<file path="src/design/exu_settings.svh">
`ifndef EXU_SETTINGS_SVH
`define EXU_SETTINGS_SVH

// Datapath width of the integer pipe
`define EXU_XLEN       32

// Global branch history length, newest outcome in bit 0
`define EXU_GHR_SIZE   8

// Size of a sequential (uncompressed) instruction
`define EXU_PC_INC     4

`endif
</file>
<file path="src/design/exu_pkg.sv">
`default_nettype none

`include "exu_settings.svh"

package exu_pkg;

   typedef logic [`EXU_XLEN-1:0]     word_t;      // Data word
   typedef logic [`EXU_XLEN-1:0]     pc_t;        // Instruction address, bit 0 always zero
   typedef logic [`EXU_GHR_SIZE-1:0] ghr_t;       // Branch history
   typedef logic [2:0]               byp_sel_t;   // One-hot {X, LSU M, R}

   typedef enum logic [3:0] {
      ALU_ADD, ALU_SUB, ALU_AND, ALU_OR, ALU_XOR, ALU_SLT, ALU_SLTU, ALU_SLL,
      ALU_SRL, ALU_SRA, ALU_BEQ, ALU_BNE, ALU_BLT, ALU_BGE, ALU_BLTU, ALU_BGEU
   } alu_op_e;

   typedef enum logic [1:0] {
      RS1_ZERO, RS1_GPR, RS1_PC
   } rs1_sel_e;

   typedef enum logic [1:0] {
      RS2_ZERO, RS2_GPR, RS2_IMM
   } rs2_sel_e;

   typedef struct packed {
      logic      valid;
      alu_op_e   op;
      logic      is_branch;
      rs1_sel_e  rs1_sel;
      rs2_sel_e  rs2_sel;
      byp_sel_t  rs1_byp;
      byp_sel_t  rs2_byp;
   } dec_pkt_t;

   typedef struct packed {
      logic      valid;
      logic      taken;
      pc_t       target;
   } pred_pkt_t;

   typedef struct packed {
      logic      valid;
      logic      taken;
      logic      mispredict;
      pc_t       npc;       // Actual next PC of the branch
      ghr_t      ghr;       // History including this branch
   } br_report_t;

endpackage

`default_nettype wire

</file>
<file path="src/design/exu_top.sv">
`timescale 1ns/10ps
`default_nettype none

`include "exu_settings.svh"

module exu_top (
   input  logic                 i_clk,
   input  logic                 i_arst_n,
   input  logic                 i_x_en,           // D to X advance
   input  logic                 i_r_en,           // X to R advance
   input  exu_pkg::dec_pkt_t    i_dec,
   input  exu_pkg::pc_t         i_pc,
   input  exu_pkg::word_t       i_imm,
   input  exu_pkg::word_t       i_br_offset,
   input  exu_pkg::word_t       i_gpr_rs1,
   input  exu_pkg::word_t       i_gpr_rs2,
   input  exu_pkg::word_t       i_result_r,
   input  exu_pkg::word_t       i_lsu_result_m,
   input  exu_pkg::pred_pkt_t   i_pred,
   input  logic                 i_flush_lower_r,
   input  exu_pkg::pc_t         i_flush_path_r,
   output exu_pkg::word_t       o_result_x,
   output logic                 o_flush_final,
   output exu_pkg::pc_t         o_flush_path_final,
   output exu_pkg::br_report_t  o_br_r
);

   import exu_pkg::*;

   word_t  rs1_d;
   word_t  rs2_d;
   logic   kill_d;
   logic   mispredict_x;
   logic   taken_x;
   logic   branch_valid_x;
   pc_t    npc_x;
   ghr_t   ghr_x;

   exu_operand_mux i_operand_mux (
      .i_dec          (i_dec),
      .i_pc           (i_pc),
      .i_imm          (i_imm),
      .i_gpr_rs1      (i_gpr_rs1),
      .i_gpr_rs2      (i_gpr_rs2),
      .i_result_r     (i_result_r),
      .i_lsu_result_m (i_lsu_result_m),
      .i_result_x     (o_result_x),          // Back-to-back bypass
      .o_rs1          (rs1_d),
      .o_rs2          (rs2_d)
   );

   // Either flush source empties D
   assign kill_d = i_flush_lower_r | mispredict_x;

   exu_alu i_alu (
      .i_clk            (i_clk),
      .i_arst_n         (i_arst_n),
      .i_x_en           (i_x_en),
      .i_kill           (kill_d),
      .i_dec            (i_dec),
      .i_rs1            (rs1_d),
      .i_rs2            (rs2_d),
      .i_pc             (i_pc),
      .i_br_offset      (i_br_offset),
      .i_pred           (i_pred),
      .o_result_x       (o_result_x),
      .o_mispredict_x   (mispredict_x),
      .o_taken_x        (taken_x),
      .o_branch_valid_x (branch_valid_x),
      .o_npc_x          (npc_x)
   );

   exu_ghr i_ghr (
      .i_clk            (i_clk),
      .i_arst_n         (i_arst_n),
      .i_x_en           (i_x_en),
      .i_flush_lower_r  (i_flush_lower_r),
      .i_mispredict_x   (mispredict_x),
      .i_d_branch       (i_dec.valid & i_dec.is_branch),
      .i_d_pred_taken   (i_pred.valid & i_pred.taken),
      .i_branch_valid_x (branch_valid_x),
      .i_taken_x        (taken_x),
      .o_ghr_x          (ghr_x)
   );

   exu_r_stage i_r_stage (
      .i_clk            (i_clk),
      .i_arst_n         (i_arst_n),
      .i_r_en           (i_r_en),
      .i_flush_lower_r  (i_flush_lower_r),
      .i_branch_valid_x (branch_valid_x),
      .i_taken_x        (taken_x),
      .i_mispredict_x   (mispredict_x),
      .i_npc_x          (npc_x),
      .i_ghr_x          (ghr_x),
      .o_br_r           (o_br_r)
   );

   // Older flush from R takes priority
   assign o_flush_final      = i_flush_lower_r | mispredict_x;
   assign o_flush_path_final = i_flush_lower_r ? i_flush_path_r : npc_x;

endmodule

`default_nettype wire

</file>
<file path="src/design/exu_r_stage.sv">
`timescale 1ns/10ps
`default_nettype none

`include "exu_settings.svh"

module exu_r_stage (
   input  logic                 i_clk,
   input  logic                 i_arst_n,
   input  logic                 i_r_en,
   input  logic                 i_flush_lower_r,
   input  logic                 i_branch_valid_x,
   input  logic                 i_taken_x,
   input  logic                 i_mispredict_x,
   input  exu_pkg::pc_t         i_npc_x,
   input  exu_pkg::ghr_t        i_ghr_x,
   output exu_pkg::br_report_t  o_br_r
);

   import exu_pkg::*;

   logic  valid_r;
   logic  taken_r;
   logic  mispredict_r;
   pc_t   npc_r;
   ghr_t  ghr_r;

   // Report status, the lower flush drops the X branch
   always_ff @(posedge i_clk or negedge i_arst_n) begin
      if (!i_arst_n) begin
         valid_r      <= 1'b0;
         taken_r      <= 1'b0;
         mispredict_r <= 1'b0;
      end else if (i_r_en) begin
         valid_r      <= i_branch_valid_x & ~i_flush_lower_r;
         taken_r      <= i_taken_x;
         mispredict_r <= i_mispredict_x & ~i_flush_lower_r;
      end
   end

   always_ff @(posedge i_clk) begin
      if (i_r_en) begin
         npc_r <= i_npc_x;                     // Correct next PC either way
         ghr_r <= i_ghr_x;
      end
   end

   always_comb begin
      o_br_r            = '0;
      o_br_r.valid      = valid_r;
      o_br_r.taken      = taken_r;
      o_br_r.mispredict = mispredict_r;
      o_br_r.npc        = npc_r;
      o_br_r.ghr        = ghr_r;
   end

endmodule

`default_nettype wire

</file>
<file path="src/design/exu_ghr.sv">
`timescale 1ns/10ps
`default_nettype none

`include "exu_settings.svh"

module exu_ghr (
   input  logic           i_clk,
   input  logic           i_arst_n,
   input  logic           i_x_en,
   input  logic           i_flush_lower_r,
   input  logic           i_mispredict_x,
   input  logic           i_d_branch,         // Valid branch at D
   input  logic           i_d_pred_taken,
   input  logic           i_branch_valid_x,
   input  logic           i_taken_x,
   output exu_pkg::ghr_t  o_ghr_x             // X history after this branch
);

   import exu_pkg::*;

   ghr_t  ghr_d;
   ghr_t  ghr_d_ns;
   ghr_t  ghr_x;
   ghr_t  ghr_x_ns;
   logic  flush;

   assign flush = i_flush_lower_r | i_mispredict_x;

   // A branch killed by the lower flush never resolves
   assign ghr_x_ns = (i_branch_valid_x & ~i_flush_lower_r) ?
                     {ghr_x[`EXU_GHR_SIZE-2:0], i_taken_x} : ghr_x;

   always_comb begin
      if (flush) begin
         ghr_d_ns = ghr_x_ns;                  // Restore speculative history
      end else if (i_d_branch) begin
         ghr_d_ns = {ghr_d[`EXU_GHR_SIZE-2:0], i_d_pred_taken};
      end else begin
         ghr_d_ns = ghr_d;
      end
   end

   always_ff @(posedge i_clk or negedge i_arst_n) begin
      if (!i_arst_n) begin
         ghr_d <= '0;
         ghr_x <= '0;
      end else if (i_x_en) begin
         ghr_d <= ghr_d_ns;
         ghr_x <= ghr_x_ns;
      end
   end

   assign o_ghr_x = ghr_x_ns;

endmodule

`default_nettype wire

</file>
<file path="src/design/exu_alu.sv">
`timescale 1ns/10ps
`default_nettype none

`include "exu_settings.svh"

module exu_alu (
   input  logic                i_clk,
   input  logic                i_arst_n,
   input  logic                i_x_en,
   input  logic                i_kill,            // Flush, D instruction enters X invalid
   input  exu_pkg::dec_pkt_t   i_dec,
   input  exu_pkg::word_t      i_rs1,
   input  exu_pkg::word_t      i_rs2,
   input  exu_pkg::pc_t        i_pc,
   input  exu_pkg::word_t      i_br_offset,
   input  exu_pkg::pred_pkt_t  i_pred,
   output exu_pkg::word_t      o_result_x,
   output logic                o_mispredict_x,
   output logic                o_taken_x,
   output logic                o_branch_valid_x,
   output exu_pkg::pc_t        o_npc_x
);

   import exu_pkg::*;

   logic       valid_x;
   logic       is_branch_x;
   alu_op_e    op_x;
   pred_pkt_t  pred_x;
   word_t      a_x;
   word_t      b_x;
   pc_t        pc_x;
   pc_t        target_x;
   pc_t        pc_seq_x;
   logic       eq_x;
   logic       lt_x;
   logic       ltu_x;
   logic       cond_x;
   logic       pred_taken_x;

   always_ff @(posedge i_clk or negedge i_arst_n) begin
      if (!i_arst_n) begin
         valid_x     <= 1'b0;
         is_branch_x <= 1'b0;
         op_x        <= ALU_ADD;
         pred_x      <= '0;
      end else if (i_x_en) begin
         valid_x     <= i_dec.valid & ~i_kill;
         is_branch_x <= i_dec.is_branch;
         op_x        <= i_dec.op;
         pred_x      <= i_pred;
      end
   end

   always_ff @(posedge i_clk) begin
      if (i_x_en) begin
         a_x      <= i_rs1;
         b_x      <= i_rs2;
         pc_x     <= i_pc;
         target_x <= i_pc + i_br_offset;       // Branch target formed at D
      end
   end

   assign pc_seq_x = pc_x + `EXU_PC_INC;        // Link value and fall-through PC

   assign eq_x  = (a_x == b_x);
   assign lt_x  = ($signed(a_x) < $signed(b_x));
   assign ltu_x = (a_x < b_x);

   always_comb begin
      case (op_x)
         ALU_ADD:  o_result_x = a_x + b_x;
         ALU_SUB:  o_result_x = a_x - b_x;
         ALU_AND:  o_result_x = a_x & b_x;
         ALU_OR:   o_result_x = a_x | b_x;
         ALU_XOR:  o_result_x = a_x ^ b_x;
         ALU_SLT:  o_result_x = word_t'(lt_x);
         ALU_SLTU: o_result_x = word_t'(ltu_x);
         ALU_SLL:  o_result_x = a_x << b_x[$clog2(`EXU_XLEN)-1:0];
         ALU_SRL:  o_result_x = a_x >> b_x[$clog2(`EXU_XLEN)-1:0];
         ALU_SRA:  o_result_x = word_t'($signed(a_x) >>> b_x[$clog2(`EXU_XLEN)-1:0]);
         default:  o_result_x = pc_seq_x;      // Branch ops
      endcase
   end

   always_comb begin
      case (op_x)
         ALU_BEQ:  cond_x = eq_x;
         ALU_BNE:  cond_x = ~eq_x;
         ALU_BLT:  cond_x = lt_x;
         ALU_BGE:  cond_x = ~lt_x;
         ALU_BLTU: cond_x = ltu_x;
         ALU_BGEU: cond_x = ~ltu_x;
         default:  cond_x = 1'b0;
      endcase
   end

   assign o_branch_valid_x = valid_x & is_branch_x;
   assign o_taken_x        = o_branch_valid_x & cond_x;

   // An invalid prediction counts as not taken
   assign pred_taken_x     = pred_x.valid & pred_x.taken;

   assign o_mispredict_x   = o_branch_valid_x &
                             ((o_taken_x != pred_taken_x) |
                              (o_taken_x & (pred_x.target != target_x)));

   assign o_npc_x          = o_taken_x ? target_x : pc_seq_x;

endmodule

`default_nettype wire

</file>
<file path="src/design/exu_operand_mux.sv">
`timescale 1ns/10ps
`default_nettype none

`include "exu_settings.svh"

module exu_operand_mux (
   input  exu_pkg::dec_pkt_t  i_dec,
   input  exu_pkg::pc_t       i_pc,
   input  exu_pkg::word_t     i_imm,
   input  exu_pkg::word_t     i_gpr_rs1,
   input  exu_pkg::word_t     i_gpr_rs2,
   input  exu_pkg::word_t     i_result_r,
   input  exu_pkg::word_t     i_lsu_result_m,
   input  exu_pkg::word_t     i_result_x,
   output exu_pkg::word_t     o_rs1,
   output exu_pkg::word_t     o_rs2
);

   import exu_pkg::*;

   // AND-OR of the bypass sources, select is one-hot or zero
   function automatic word_t byp_data(input byp_sel_t sel, input word_t res_r,
                                      input word_t lsu_m, input word_t res_x);
      byp_data = ({`EXU_XLEN{sel[0]}} & res_r) |
                 ({`EXU_XLEN{sel[1]}} & lsu_m) |
                 ({`EXU_XLEN{sel[2]}} & res_x);
   endfunction

   always_comb begin
      if (|i_dec.rs1_byp) begin                // Bypass wins over the source select
         o_rs1 = byp_data(i_dec.rs1_byp, i_result_r, i_lsu_result_m, i_result_x);
      end else begin
         case (i_dec.rs1_sel)
            RS1_GPR: o_rs1 = i_gpr_rs1;
            RS1_PC:  o_rs1 = i_pc;              // For auipc and jal
            default: o_rs1 = '0;
         endcase
      end
   end

   always_comb begin
      if (|i_dec.rs2_byp) begin
         o_rs2 = byp_data(i_dec.rs2_byp, i_result_r, i_lsu_result_m, i_result_x);
      end else begin
         case (i_dec.rs2_sel)
            RS2_GPR: o_rs2 = i_gpr_rs2;
            RS2_IMM: o_rs2 = i_imm;
            default: o_rs2 = '0;
         endcase
      end
   end

endmodule

`default_nettype wire

</file>
<file path="config.mk">
export PLATFORM = sky130hd
export DESIGN_NAME = exu_top
export DESIGN_NICKNAME = d
export VERILOG_FILES = /design/src/design/exu_pkg.sv /design/src/design/exu_top.sv /design/src/design/exu_r_stage.sv /design/src/design/exu_ghr.sv /design/src/design/exu_alu.sv /design/src/design/exu_operand_mux.sv
export VERILOG_INCLUDE_DIRS = /design/src /design/src/design
export SDC_FILE = /design/constraint.sdc
export NUM_CORES = 1
export LEC_CHECK = 0
export ABC_AREA = 1
export BUFFER_PORTS_ARGS = -buffer_cell sky130_fd_sc_hd__buf_4
export CORE_MARGIN = 4
export CORE_UTILIZATION = 32
export CTS_CLUSTER_SIZE = 10
export DETAILED_ROUTE_END_ITERATION = 8
export REMOVE_ABC_BUFFERS = 1
export SYNTH_ARGS = -nofsm -noshare
export SYNTH_HDL_FRONTEND = slang
export SYNTH_SLANG_ARGS = --single-unit
</file>
<file path="constraint.sdc">
create_clock -name i_clk -period 3 [get_ports i_clk]
set_input_delay 0.3 -clock i_clk [delete_from_list [all_inputs] [get_ports i_clk]]
set_output_delay 0.3 -clock i_clk [all_outputs]
set_load 0.02 [all_outputs]
</file>
Word level (Yosys, flattened, before mapping)
Index checks and enable logic that the tools add are counted.

word-level totals
  register bits = 219
  bits of input ports = 311
  output and inout bits = 108
  logic and storage cells = 87

operators by class
  $add $sub $neg = 4
  $lt $le $gt $ge = 2
  equality and inequality tests = 22
  shift-type cells = 3
  muxes and demuxes = 9
  bitwise logic cells = 28
  reductions and logical operators = 3

operators with widths
  operator                                                         number
  32-bit case mux with 10 select lines                             1
  32-bit AND                                                       7
  32-bit OR                                                        5
  32-bit two-way mux                                               4
  32-bit case mux with 2 select lines                              2
  32-bit adder                                                     2
  32-bit < comparator                                              2
  32-bit by 3-bit adder with 32-bit output, second input constant  1
  32-bit == test                                                   1
  4-bit == test, second input constant                             8
  32-bit inequality test                                           1
  32-bit by 5-bit left shift with 32-bit output                    1
  32-bit by 5-bit right shift with 32-bit output                   1
  32-bit by 5-bit >>> shifter with 32-bit output                   1
  32-bit subtractor                                                1
  32-bit XOR                                                       1
  4-bit by 3-bit == test with 1-bit output, second input constant  4
  1-bit AND                                                        8
  4-bit by 2-bit == test with 1-bit output, second input constant  2
  8-bit two-way mux                                                1
  1-bit case mux with 6 select lines                               1
  3-bit OR reduction                                               2
  1-bit inverter                                                   5
  2-bit by 1-bit == test with 1-bit output, second input constant  2
  5 further kinds                                                  7

Longest topological paths before layout
Gate-level depths: netlist of run 1.

  depth after elaboration = 10
  mapped depth = 25

Modules after synthesis
Synthesis of run 1 repeated with hierarchy kept, for this count alone.

second synthesis, totals
  cell total of the unflattened synthesis = 3,679
  area total of the unflattened synthesis = 23,284.8 um2

modules (own cells, without submodules)
  module           times used  cells an instance  area an instance (um2)
  exu_alu          1           2,681              17,848.4
  exu_operand_mux  1           762                3,143.0
  exu_r_stage      1           57                 1,342.5
  exu_ghr          1           70                 495.5
  exu_top          1           109                455.4

Least setup slack after synthesis of run 1
OpenSTA, ideal clock, no wires.

  kind = register -> output
  start = reg i_alu.b_x[2]
  end = out o_flush_path_final[18]
  arrival = 3.309 ns
  path slack = -0.609 ns
  stages on the path, launching flop included = 22
  path through = edfxtp_1 -> inv_1 -> clkbuf_1 -> clkbuf_1 -> ha_1 -> buf_2 -> inv_2 -> nand2_1 -> nand2_1 -> nand3_1 -> nand2_1 -> nand2_1 -> nand2_2 -> nand2_2 -> nand2_2 -> nand2_1 -> a21oi_2 -> nand3_4 -> nand2_8 -> buf_2 -> o21ai_1 -> o21ai_0

between the ends
  cells in the longest elaborated chain, start to end = 6
  elaborated cells between the ends (all ways) = 10

RTL lines
  what                                         RTL line                                     text
  from (decl)                                  exu_alu.sv:31                                word_t b_x;
  from (signal assigned)                       exu_alu.sv:58                                b_x <= i_rs2;
  32-bit < comparator (tied with other cells)  exu_alu.sv:68                                assign ltu_x = (a_x < b_x);
  1-bit inverter, on equally long branches     exu_alu.sv:93, exu_alu.sv:89, exu_alu.sv:91
  1-bit case mux with 6 select lines (*)       exu_alu.sv:87                                case (op_x)
  1-bit AND (*)                                exu_alu.sv:99                                assign o_taken_x = o_branch_valid_x & cond_x;
  32-bit two-way mux (*)                       exu_alu.sv:108                               assign o_npc_x = o_taken_x ? target_x : pc_seq_x;
  32-bit two-way mux (*)                       exu_top.sv:101                               assign o_flush_path_final = i_flush_lower_r ? i_flush_path_r : npc_x;
  to (decl)                                    exu_top.sv:24                                output exu_pkg::pc_t o_flush_path_final,

Every way passes the cells marked *; elsewhere a longest branch is shown, timed or not.

Worst setup path in the final report of run 1
  start = reg i_alu.b_x[0]
  end = out o_flush_path_final[16]

between the ends
  cells in the longest elaborated chain, start to end = 6
  elaborated cells between the ends (all ways) = 10

RTL lines
  what                                         RTL line                                     text
  32-bit < comparator (tied with other cells)  exu_alu.sv:68
  1-bit inverter, on equally long branches     exu_alu.sv:93, exu_alu.sv:89, exu_alu.sv:91
  1-bit case mux with 6 select lines (*)       exu_alu.sv:87
  1-bit AND (*)                                exu_alu.sv:99
  32-bit two-way mux (*)                       exu_alu.sv:108
  net i_alu.o_npc_x[16]                        exu_alu.sv:21                                output exu_pkg::pc_t o_npc_x
  32-bit two-way mux (*)                       exu_top.sv:101

The timed path passes the listed nets; every way through them passes the cells marked *.

==> results of run 1 <==
## final timing paths
check	start	endpoint	slack, ns	cells after the start
worst max register to register	i_alu.b_x[0]	i_r_stage.npc_r[17]	-0.61	27
worst min register to register	i_alu.pred_x[33]	i_alu.pred_x[33]	0.47	2
max in group asynchronous	i_arst_n	i_alu.pred_x[25]	2.11	2
worst max-delay path	i_alu.b_x[0]	o_flush_path_final[16]	-0.87	21
min in group asynchronous	i_arst_n	i_ghr.ghr_x[4]	0.34	2
worst min-delay path	i_pc[11]	i_alu.pc_x[11]	0.02	1
## power by group
group          switching, uW  internal, uW
logic                   5220          4010
registers                282          3690
clock network           1360          1880
total                   6860          9590
## layer usage
metal / part of all wire / up-vias / track usage / wire, um
met1: 0.39 / 13700 / 0.384 / 47400
met4: 0.055 / 6 / 0.133 / 6780
li1: - / 13300 / - / -
met3: 0.086 / 300 / 0.0564 / 10500
met2: 0.47 / 1445 / 0.536 / 57900
met5: 0.00034 / - / 0 / 42
## registers in the layout, indices dropped and copies added (netlist names)
name                    flops
i_r_stage.ghr_r             8
i_r_stage.npc_r            32
i_alu.op_x                  4
i_ghr.ghr_x                 8
i_alu.target_x             32
i_alu.b_x                  32
i_r_stage.mispredict_r      1
i_alu.pred_x               34
i_alu.pc_x                 32
i_r_stage.valid_r           1
i_alu.valid_x               1
i_alu.is_branch_x           1
i_alu.a_x                  32
i_r_stage.taken_r           1
## cells by family after synthesis
logic type | after synthesis
AOI/OAI and AO/OA | 782
buffers and inverters | 573
DFF | 219
and+or+nand+nor | 1566
adders and majority gates | 136
muxes | 11
xor gates and xnor gates | 63
## layout by cell type, fill, tap and decap left out, types with 48 or more instances in the layout
master	synthesis	routed
sky130_fd_sc_hd__nand3_1	204	149
sky130_fd_sc_hd__inv_2	13	48
sky130_fd_sc_hd__buf_4	11	944
sky130_fd_sc_hd__nor2_1	214	180
sky130_fd_sc_hd__a22o_1	49	48
sky130_fd_sc_hd__nand2_1	981	845
sky130_fd_sc_hd__dlygate4sd3_1	0	70
sky130_fd_sc_hd__nand2_2	4	101
sky130_fd_sc_hd__edfxtp_1	168	168
sky130_fd_sc_hd__inv_1	399	362
sky130_fd_sc_hd__ha_1	133	104
sky130_fd_sc_hd__o21ai_0	284	164
sky130_fd_sc_hd__o21ai_2	13	64
sky130_fd_sc_hd__o21ai_1	20	55
sky130_fd_sc_hd__dfrtp_1	51	51
sky130_fd_sc_hd__nand4_1	48	48
sky130_fd_sc_hd__a21oi_1	197	149
sky130_fd_sc_hd__buf_6	3	103
sky130_fd_sc_hd__o22ai_1	62	59
## repair_timing
item,CTS,global route
hold buffers,70,0
hold endpoints to repair,120,0
pin swaps,107,137
resized for setup,572,300
buffers inserted,65,38
gates cloned,5,2
setup endpoints to repair,139,156
## stage by stage
stage	power [uW]	worst slack (ns)	util
floorplan	7330	-1.85	-
detailed placement	11400	-0.413	0.443
finish	16500	-0.874	0.519
global route	17200	-1.02	0.519
CTS	15800	-0.811	0.502
global placement	11400	-0.382	0.443
## final cells by class
cell class | instances | area (sq um)
Inverter | 419 | 1610
Multi-Input combinational cell | 2558 | 16100
Sequential cell | 219 | 6320
Timing Repair Buffer | 1150 | 9630
Tap cell | 931 | 1160
Clock inverter | 2 | 35.0
Clock buffer | 47 | 802
Fill cell | 6823 | 33000
Timing Repair inverter | 2 | 27.5
## worst max-delay path, delay by kind of cell, from the launching register on
kind	cells	cell delay, ns
AO/OA/AOI/OAI	2	0.29
adder cells (fa/ha/maj)	2	0.60
buffers and inverters	4	0.48
flip-flops	1	0.47
AND/OR/NAND/NOR	13	1.15
==> impl_results.md, run 1 <==
* Data arrival time of the critical path at 3.57 ns
* Violations in the final reports: setup timing
* Dominant combinational cell family by area after synthesis: simple AND/OR/NAND/NOR gates
* Weighted congestion at the end of routability-driven global placement at 1.01
* Number of synthesized register bits at between 200 and 250
* Average cell area after synthesis at approximately 6.6 sq um
* Aggregate global routing overflow at 0
* Post-detailed-placement cell area at 30400 sq um
* Root Buffer Master: sky130_fd_sc_hd__clkbuf_16
* Post-layout instance count excluding filler cells at 5328
* Share of the synthesized area in compound gates (AO/OA/AOI/OAI) at 0.210
* Startpoint-to-endpoint class of the critical path: register to output pin
* Insertion delay of the later-clocked pin in the worst-skew pair at approximately 0.57 ns
* Class of the worst hold path: input pin to register
* Routed length per instance at 23.0 um
* Clock tree from TritonCTS: built
* Vias post-DR at 28800
* Peak ir drop on the vdd network at roughly 0.00036 V
* Layout Nets at 4824
* Total setup violations reported at the end of the flow at 98
* Power density of the placed cells at between 400 and 500 nW/um^2
* Hold violation total from the final report at 0
* Antenna violations before repair at 3
* Worst Skew at approximately 0.019 ns
* Mux share of post-synthesis cell area at 0.00496
* Placed Cells incl. Taps at 5128
* Number of enable-type register cells in the synthesized netlist at around 170
* CP Capture Type: output pin
* Die width at 271 um
* Top cell types by occurrence after synthesis: sky130_fd_sc_hd__nand2_1, sky130_fd_sc_hd__inv_1, sky130_fd_sc_hd__o21ai_0, sky130_fd_sc_hd__nor2_1, sky130_fd_sc_hd__nand3_1
* Max-cap viol count at 0
* Post-synthesis share of cell area spent on full adders, half adders and majority gates at 0.0776
* Number of buffers added by the clock tree synthesis step at 27
* Site row count at 96
* Run status: finished, violations left
* Crit path cell chain: ha_4, fa_2, inv_2, nand2_2, nand2_2, nand3_2, nand2_2, nand2_2, nand2_4, nand2_4, nand2_4, nand2_4, a21oi_4, nand3_4, nand2_8, buf_12, inv_12, o21ai_2, nand2_1, nand2_1, buf_6
* Drt first pass iters at 6
* Synth Area in XOR/XNOR at 0.0248
* Largest fanout on the critical path at 12
* Share of synthesized cell area in and, or, nand and nor gates at 0.296
* Count of different cell masters after synthesis at 59
* Initial Utilization at 0.323
* Post-synthesis instance area at 22200 sq um
* Number of pins with negative max-slew slack in the final report at 0
* F_max at 258 MHz
* Type of origin of the critical path: register
* Worst EP required at between 2 and 3 ns
* Post-route DRC at 0
* Via count of the first global-routing pass at 28100
* Post-Layout Inst Area at 35700 sq um
* Wire length after detailed routing at 123 mm
* Die outline area at 73700 sq um
* Worst slew slack as a fraction of its limit at 0.386
* Count of mapped cells out of synthesis at between 3000 and 4000
* Dpl hpwl at 97.3 mm
* Total inserted antenna cells at 0
* Area Overhead vs Synth at 60.6%
* Top cell type by total area after synthesis: sky130_fd_sc_hd__edfxtp_1
* Area share of the largest cell type after synthesis at 0.227
* Ys async rst share at 0.233
* Die height at 271 um
* Ratio of cells with drive above 1 in the final layout at 0.377
* Most used DFF post-synth: sky130_fd_sc_hd__edfxtp_1
* Core Footprint at 68700 sq um
* Final clock period utilization by the worst path at 1.29
* Number of nets with antenna violations after routing at 0
* Total number of clock tree sinks at ~220
* Slowest cell on crit path: sky130_fd_sc_hd__edfxtp_1
* Most area-consuming cells after synthesis: sky130_fd_sc_hd__edfxtp_1, sky130_fd_sc_hd__nand2_1, sky130_fd_sc_hd__ha_1
* Average via count per standard cell at 5.40
* LEAKAGE at between 0.015 and 0.02 uW
* Min cycle time layout at roughly 3.9 ns
* Number of buffer cells added on primary ports at 418
* H-tree depth at 1
* Longest individual stage delay on the worst path at 0.47 ns
* Top-count cell post-synth: sky130_fd_sc_hd__nand2_1
* Total routing usage reported by global routing at 0.312
* Min Hold Slack at roughly 0.023 ns
* Global-route wire length before repair at ~180 mm
* Total negative slack for setup checks at -49.28 ns
* Pin count of the biggest net entering global routing at around 110
* Initial drt markers at around 2700
* Least-Margin Pin Slew at about 0.92 ns
* Total of warnings raised by yosys at 0
* Clock Pin Slew Worst Setup and Hold Paths at 0.06 ns
* Number of I/O pins at between 400 and 500
* Post-synthesis sequential area ratio at 0.285
* Buffer depth of the longest clock path at 3
* Unrepaired setup endpoints after global routing: yes
* Worst Setup Slack, final at -0.874 ns
No activity file was read; power rests on OpenSTA's default activity.
==> run 2: changes to the inputs <==
Settings changed: RECOVER_POWER from default to 25.
==> impl_results.md, run 2 (synthesis gave the netlist of run 1 again) <==
* Reg-to-reg endpoint: i_r_stage.npc_r[17]
* Run status: finished, violations left
* Total Power Consumption at 16400 uW (-0.18%)
* Drt first pass iters at 6 (unchanged)
* Peak ir drop on the vdd network at 0.000362 V (+0.41%)
* Max reg flops at 34 (unchanged)
* Total inserted antenna cells at 0 (unchanged)
* Wire length after detailed routing at 122 mm (-0.19%)
* Die width at 271 um (unchanged)
* Number of I/O pins at 419 (unchanged)
* Total setup violations reported at the end of the flow at 100 (+2.0%)
* Worst slew slack as a fraction of its limit at -1.04 (-1.42)
* Post-layout instance count excluding filler cells at 5328 (unchanged)
* Largest fanout on the critical path at 6 (-6)
* Initial Utilization at 0.323 (unchanged)
* Clock tree from TritonCTS: built
* Worst Skew at 0.0167 ns (-0.00260 ns)
* Hold violation total from the final report at 0 (unchanged)
* Fill count at 6867 (+0.64%)
* Pin count of the biggest net entering global routing at 105 (unchanged)
* Register name with the most flops: i_alu.pred_x
* Via count of the first global-routing pass at 28100 (unchanged)
* Post-Layout Inst Area at 35500 sq um (-0.40%)
* Buffer depth of the longest clock path at 3 (unchanged)
* Least-Margin Pin Slew at 3.05 ns (+2.14 ns)
* Initial drt markers at 2703 (-0.15%)
* LEAKAGE at 0.0168 uW (-0.76%)
* Clock Pin Slew Worst Setup and Hold Paths at 0.06 ns (about the same)
* Die height at 271 um (unchanged)
* Vias post-DR at 28700 (-0.045%)
* Ratio of cells with drive above 1 in the final layout at 0.369 (-0.00773)
* Depth of the worst hold-timing path at 2 (+1)
* Number of buffers added by the clock tree synthesis step at 27 (unchanged)
* Number of pins with negative max-slew slack in the final report at 46 (+46)
* Buffer and inverter count on the worst path at 4 (unchanged)
* Layout Nets at 4824 (unchanged)
* Post-detailed-placement cell area at 30400 sq um (unchanged)
* F_max at 258 MHz (about the same)
* Beginning of the worst register-to-register path: i_alu.b_x[0]
* Insertion delay of the later-clocked pin in the worst-skew pair at 0.56 ns (about the same)
* Startpoint-to-endpoint class of the critical path: register to output pin
* Unrepaired setup endpoints after global routing: yes
* Global-route wire length before repair at 175 mm (unchanged)
* Number of buffer cells added on primary ports at 418 (unchanged)
* Crit path cell chain: ha_4, fa_2, inv_2, nand2_2, nand2_2, nand3_2, nand2_2, nand2_2, nand2_4, nand2_4, nand2_4, nand2_2, nand2_1, nand2_2, nand3_4, nand2_8, buf_12, inv_8, nand2_2, a31oi_1, buf_4
* Worst-case setup slack after placement at -0.413 ns (unchanged)
* Site row count at 96 (unchanged)
* Average via count per standard cell at 5.40 (about the same)
* Post-route DRC at 0 (unchanged)
* Slowest cell on crit path: sky130_fd_sc_hd__edfxtp_1
* Most numerous cell on the critical path: sky130_fd_sc_hd__nand2_2
* Max-cap viol count at 1 (+1)
* H-tree depth at 1 (unchanged)
* Power density of the placed cells at 462 nW/um^2 (+0.22%)
* Placed Cells incl. Taps at 5128 (unchanged)
* Highest-count cells in the layout ignoring fill and taps: sky130_fd_sc_hd__buf_4, sky130_fd_sc_hd__nand2_1, sky130_fd_sc_hd__inv_1
* Total routing usage reported by global routing at 0.312 (unchanged)
* Class of the worst hold path: input pin to register
* Area Overhead vs Synth at 59.9%
* Worst EP required at 2.70 ns (about the same)
* Weighted congestion at the end of routability-driven global placement at 1.01 (unchanged)
* Total negative slack for setup checks at -49.36 ns (-0.0725 ns)
* Worst Setup Slack, final at -0.876 ns (-0.00261 ns)
* Gate family responsible for the most delay along the worst path: simple AND/OR/NAND/NOR gates
* Violations in the final reports: capacitance limit, slew limit, setup timing
* Dpl hpwl at 97.3 mm (unchanged)
* Total number of clock tree sinks at 219 (unchanged)
* Most common cell after layout, fill and taps aside: sky130_fd_sc_hd__buf_4
* Number of nets with antenna violations after routing at 0 (unchanged)
* Aggregate global routing overflow at 0 (unchanged)
* CP Capture Type: output pin
* Reg-to-reg setup timing slack at -0.61 ns (about the same)
* Min cycle time layout at 3.88 ns (+0.00261 ns)
* Core Footprint at 68700 sq um (unchanged)
* Number of cells on the worst reg-to-reg path at 27 (unchanged)
* Routed length per instance at 23.0 um (-0.19%)
* Longest individual stage delay on the worst path at 0.47 ns (about the same)
* Root Buffer Master: sky130_fd_sc_hd__clkbuf_16
* Final clock period utilization by the worst path at 1.29 (about the same)
* Die outline area at 73700 sq um (unchanged)
* WHS Endpoint: i_alu.target_x[0]
* Data arrival time of the critical path at 3.58 ns (about the same)
* Worst hold start: i_br_offset[0]
* Antenna violations before repair at 3 (unchanged)
* Type of origin of the critical path: register
run 2: cell types whose count changed in the layout (fill, tap and decap cells not counted), sizes merged:
cell | before | now
clkbuf | 47 | 82
buf | 1080 | 1045
run 2: power breakdown:
| group | internal (uW) | switching, uW | total [uW] |
|---|---|---|---|
| clock | 1880 | 1360 | 3240 |
| sequential | 3700 | 281 | 3980 |
| combinational | 3990 | 5210 | 9200 |
run 2: timing repair:
action | in CTS | in global routing
gates cloned | 5 | 2
endpoints found under the setup margin | 139 | 156
pin swaps | 107 | 137
hold endpoints to repair | 120 | 0
resized for setup | 572 | 300
buffers inserted | 65 | 38
hold buffers | 70 | 0
run 2: layout make-up:
type	instances	area (sq um)	area share
clock buffer	47	802	0.0226
clock inverter	2	35.0	0.000986
inverter	419	1610	0.0453
multi-input combinational	2558	16100	0.453
sequential	219	6320	0.178
tap	931	1160	0.0328
timing repair buffer	1150	9490	0.267
timing repair inverter	2	27.5	0.000775
run 2: stage by stage:
step                utilization  hold WS, ns
finish                    0.517       0.0239
global route              0.517       0.0158
global placement          0.443        0.412
detailed placement        0.443        0.414
CTS                       0.502      0.00563
floorplan                     -      0.00441
run 2: worst max-delay path by stage:
stage | from | end | slack [ns] | cells after the start
6_report | i_alu.b_x[0] | o_flush_path_final[0] | -0.88 | 21
5_1_grt | i_alu.b_x[0] | o_flush_path_final[16] | -1.02 | 21
4_1_cts | i_alu.b_x[0] | o_flush_path_final[1] | -0.81 | 22
3_5_place_dp | i_alu.b_x[0] | o_flush_path_final[23] | -0.41 | 19
3_3_place_gp | i_alu.b_x[0] | o_flush_path_final[5] | -0.38 | 22
2_1_floorplan | i_alu.b_x[2] | o_flush_path_final[0] | -1.85 | 18
run 2: metal layers:
| metal | vias up | share of wire | track usage |
|---|---|---|---|
| met5 | - | 0.00032 | 0 |
| met4 | 6 | 0.056 | 0.133 |
| met3 | 317 | 0.089 | 0.0564 |
| met2 | 1499 | 0.47 | 0.536 |
| met1 | 13600 | 0.38 | 0.384 |
| li1 | 13300 | - | - |
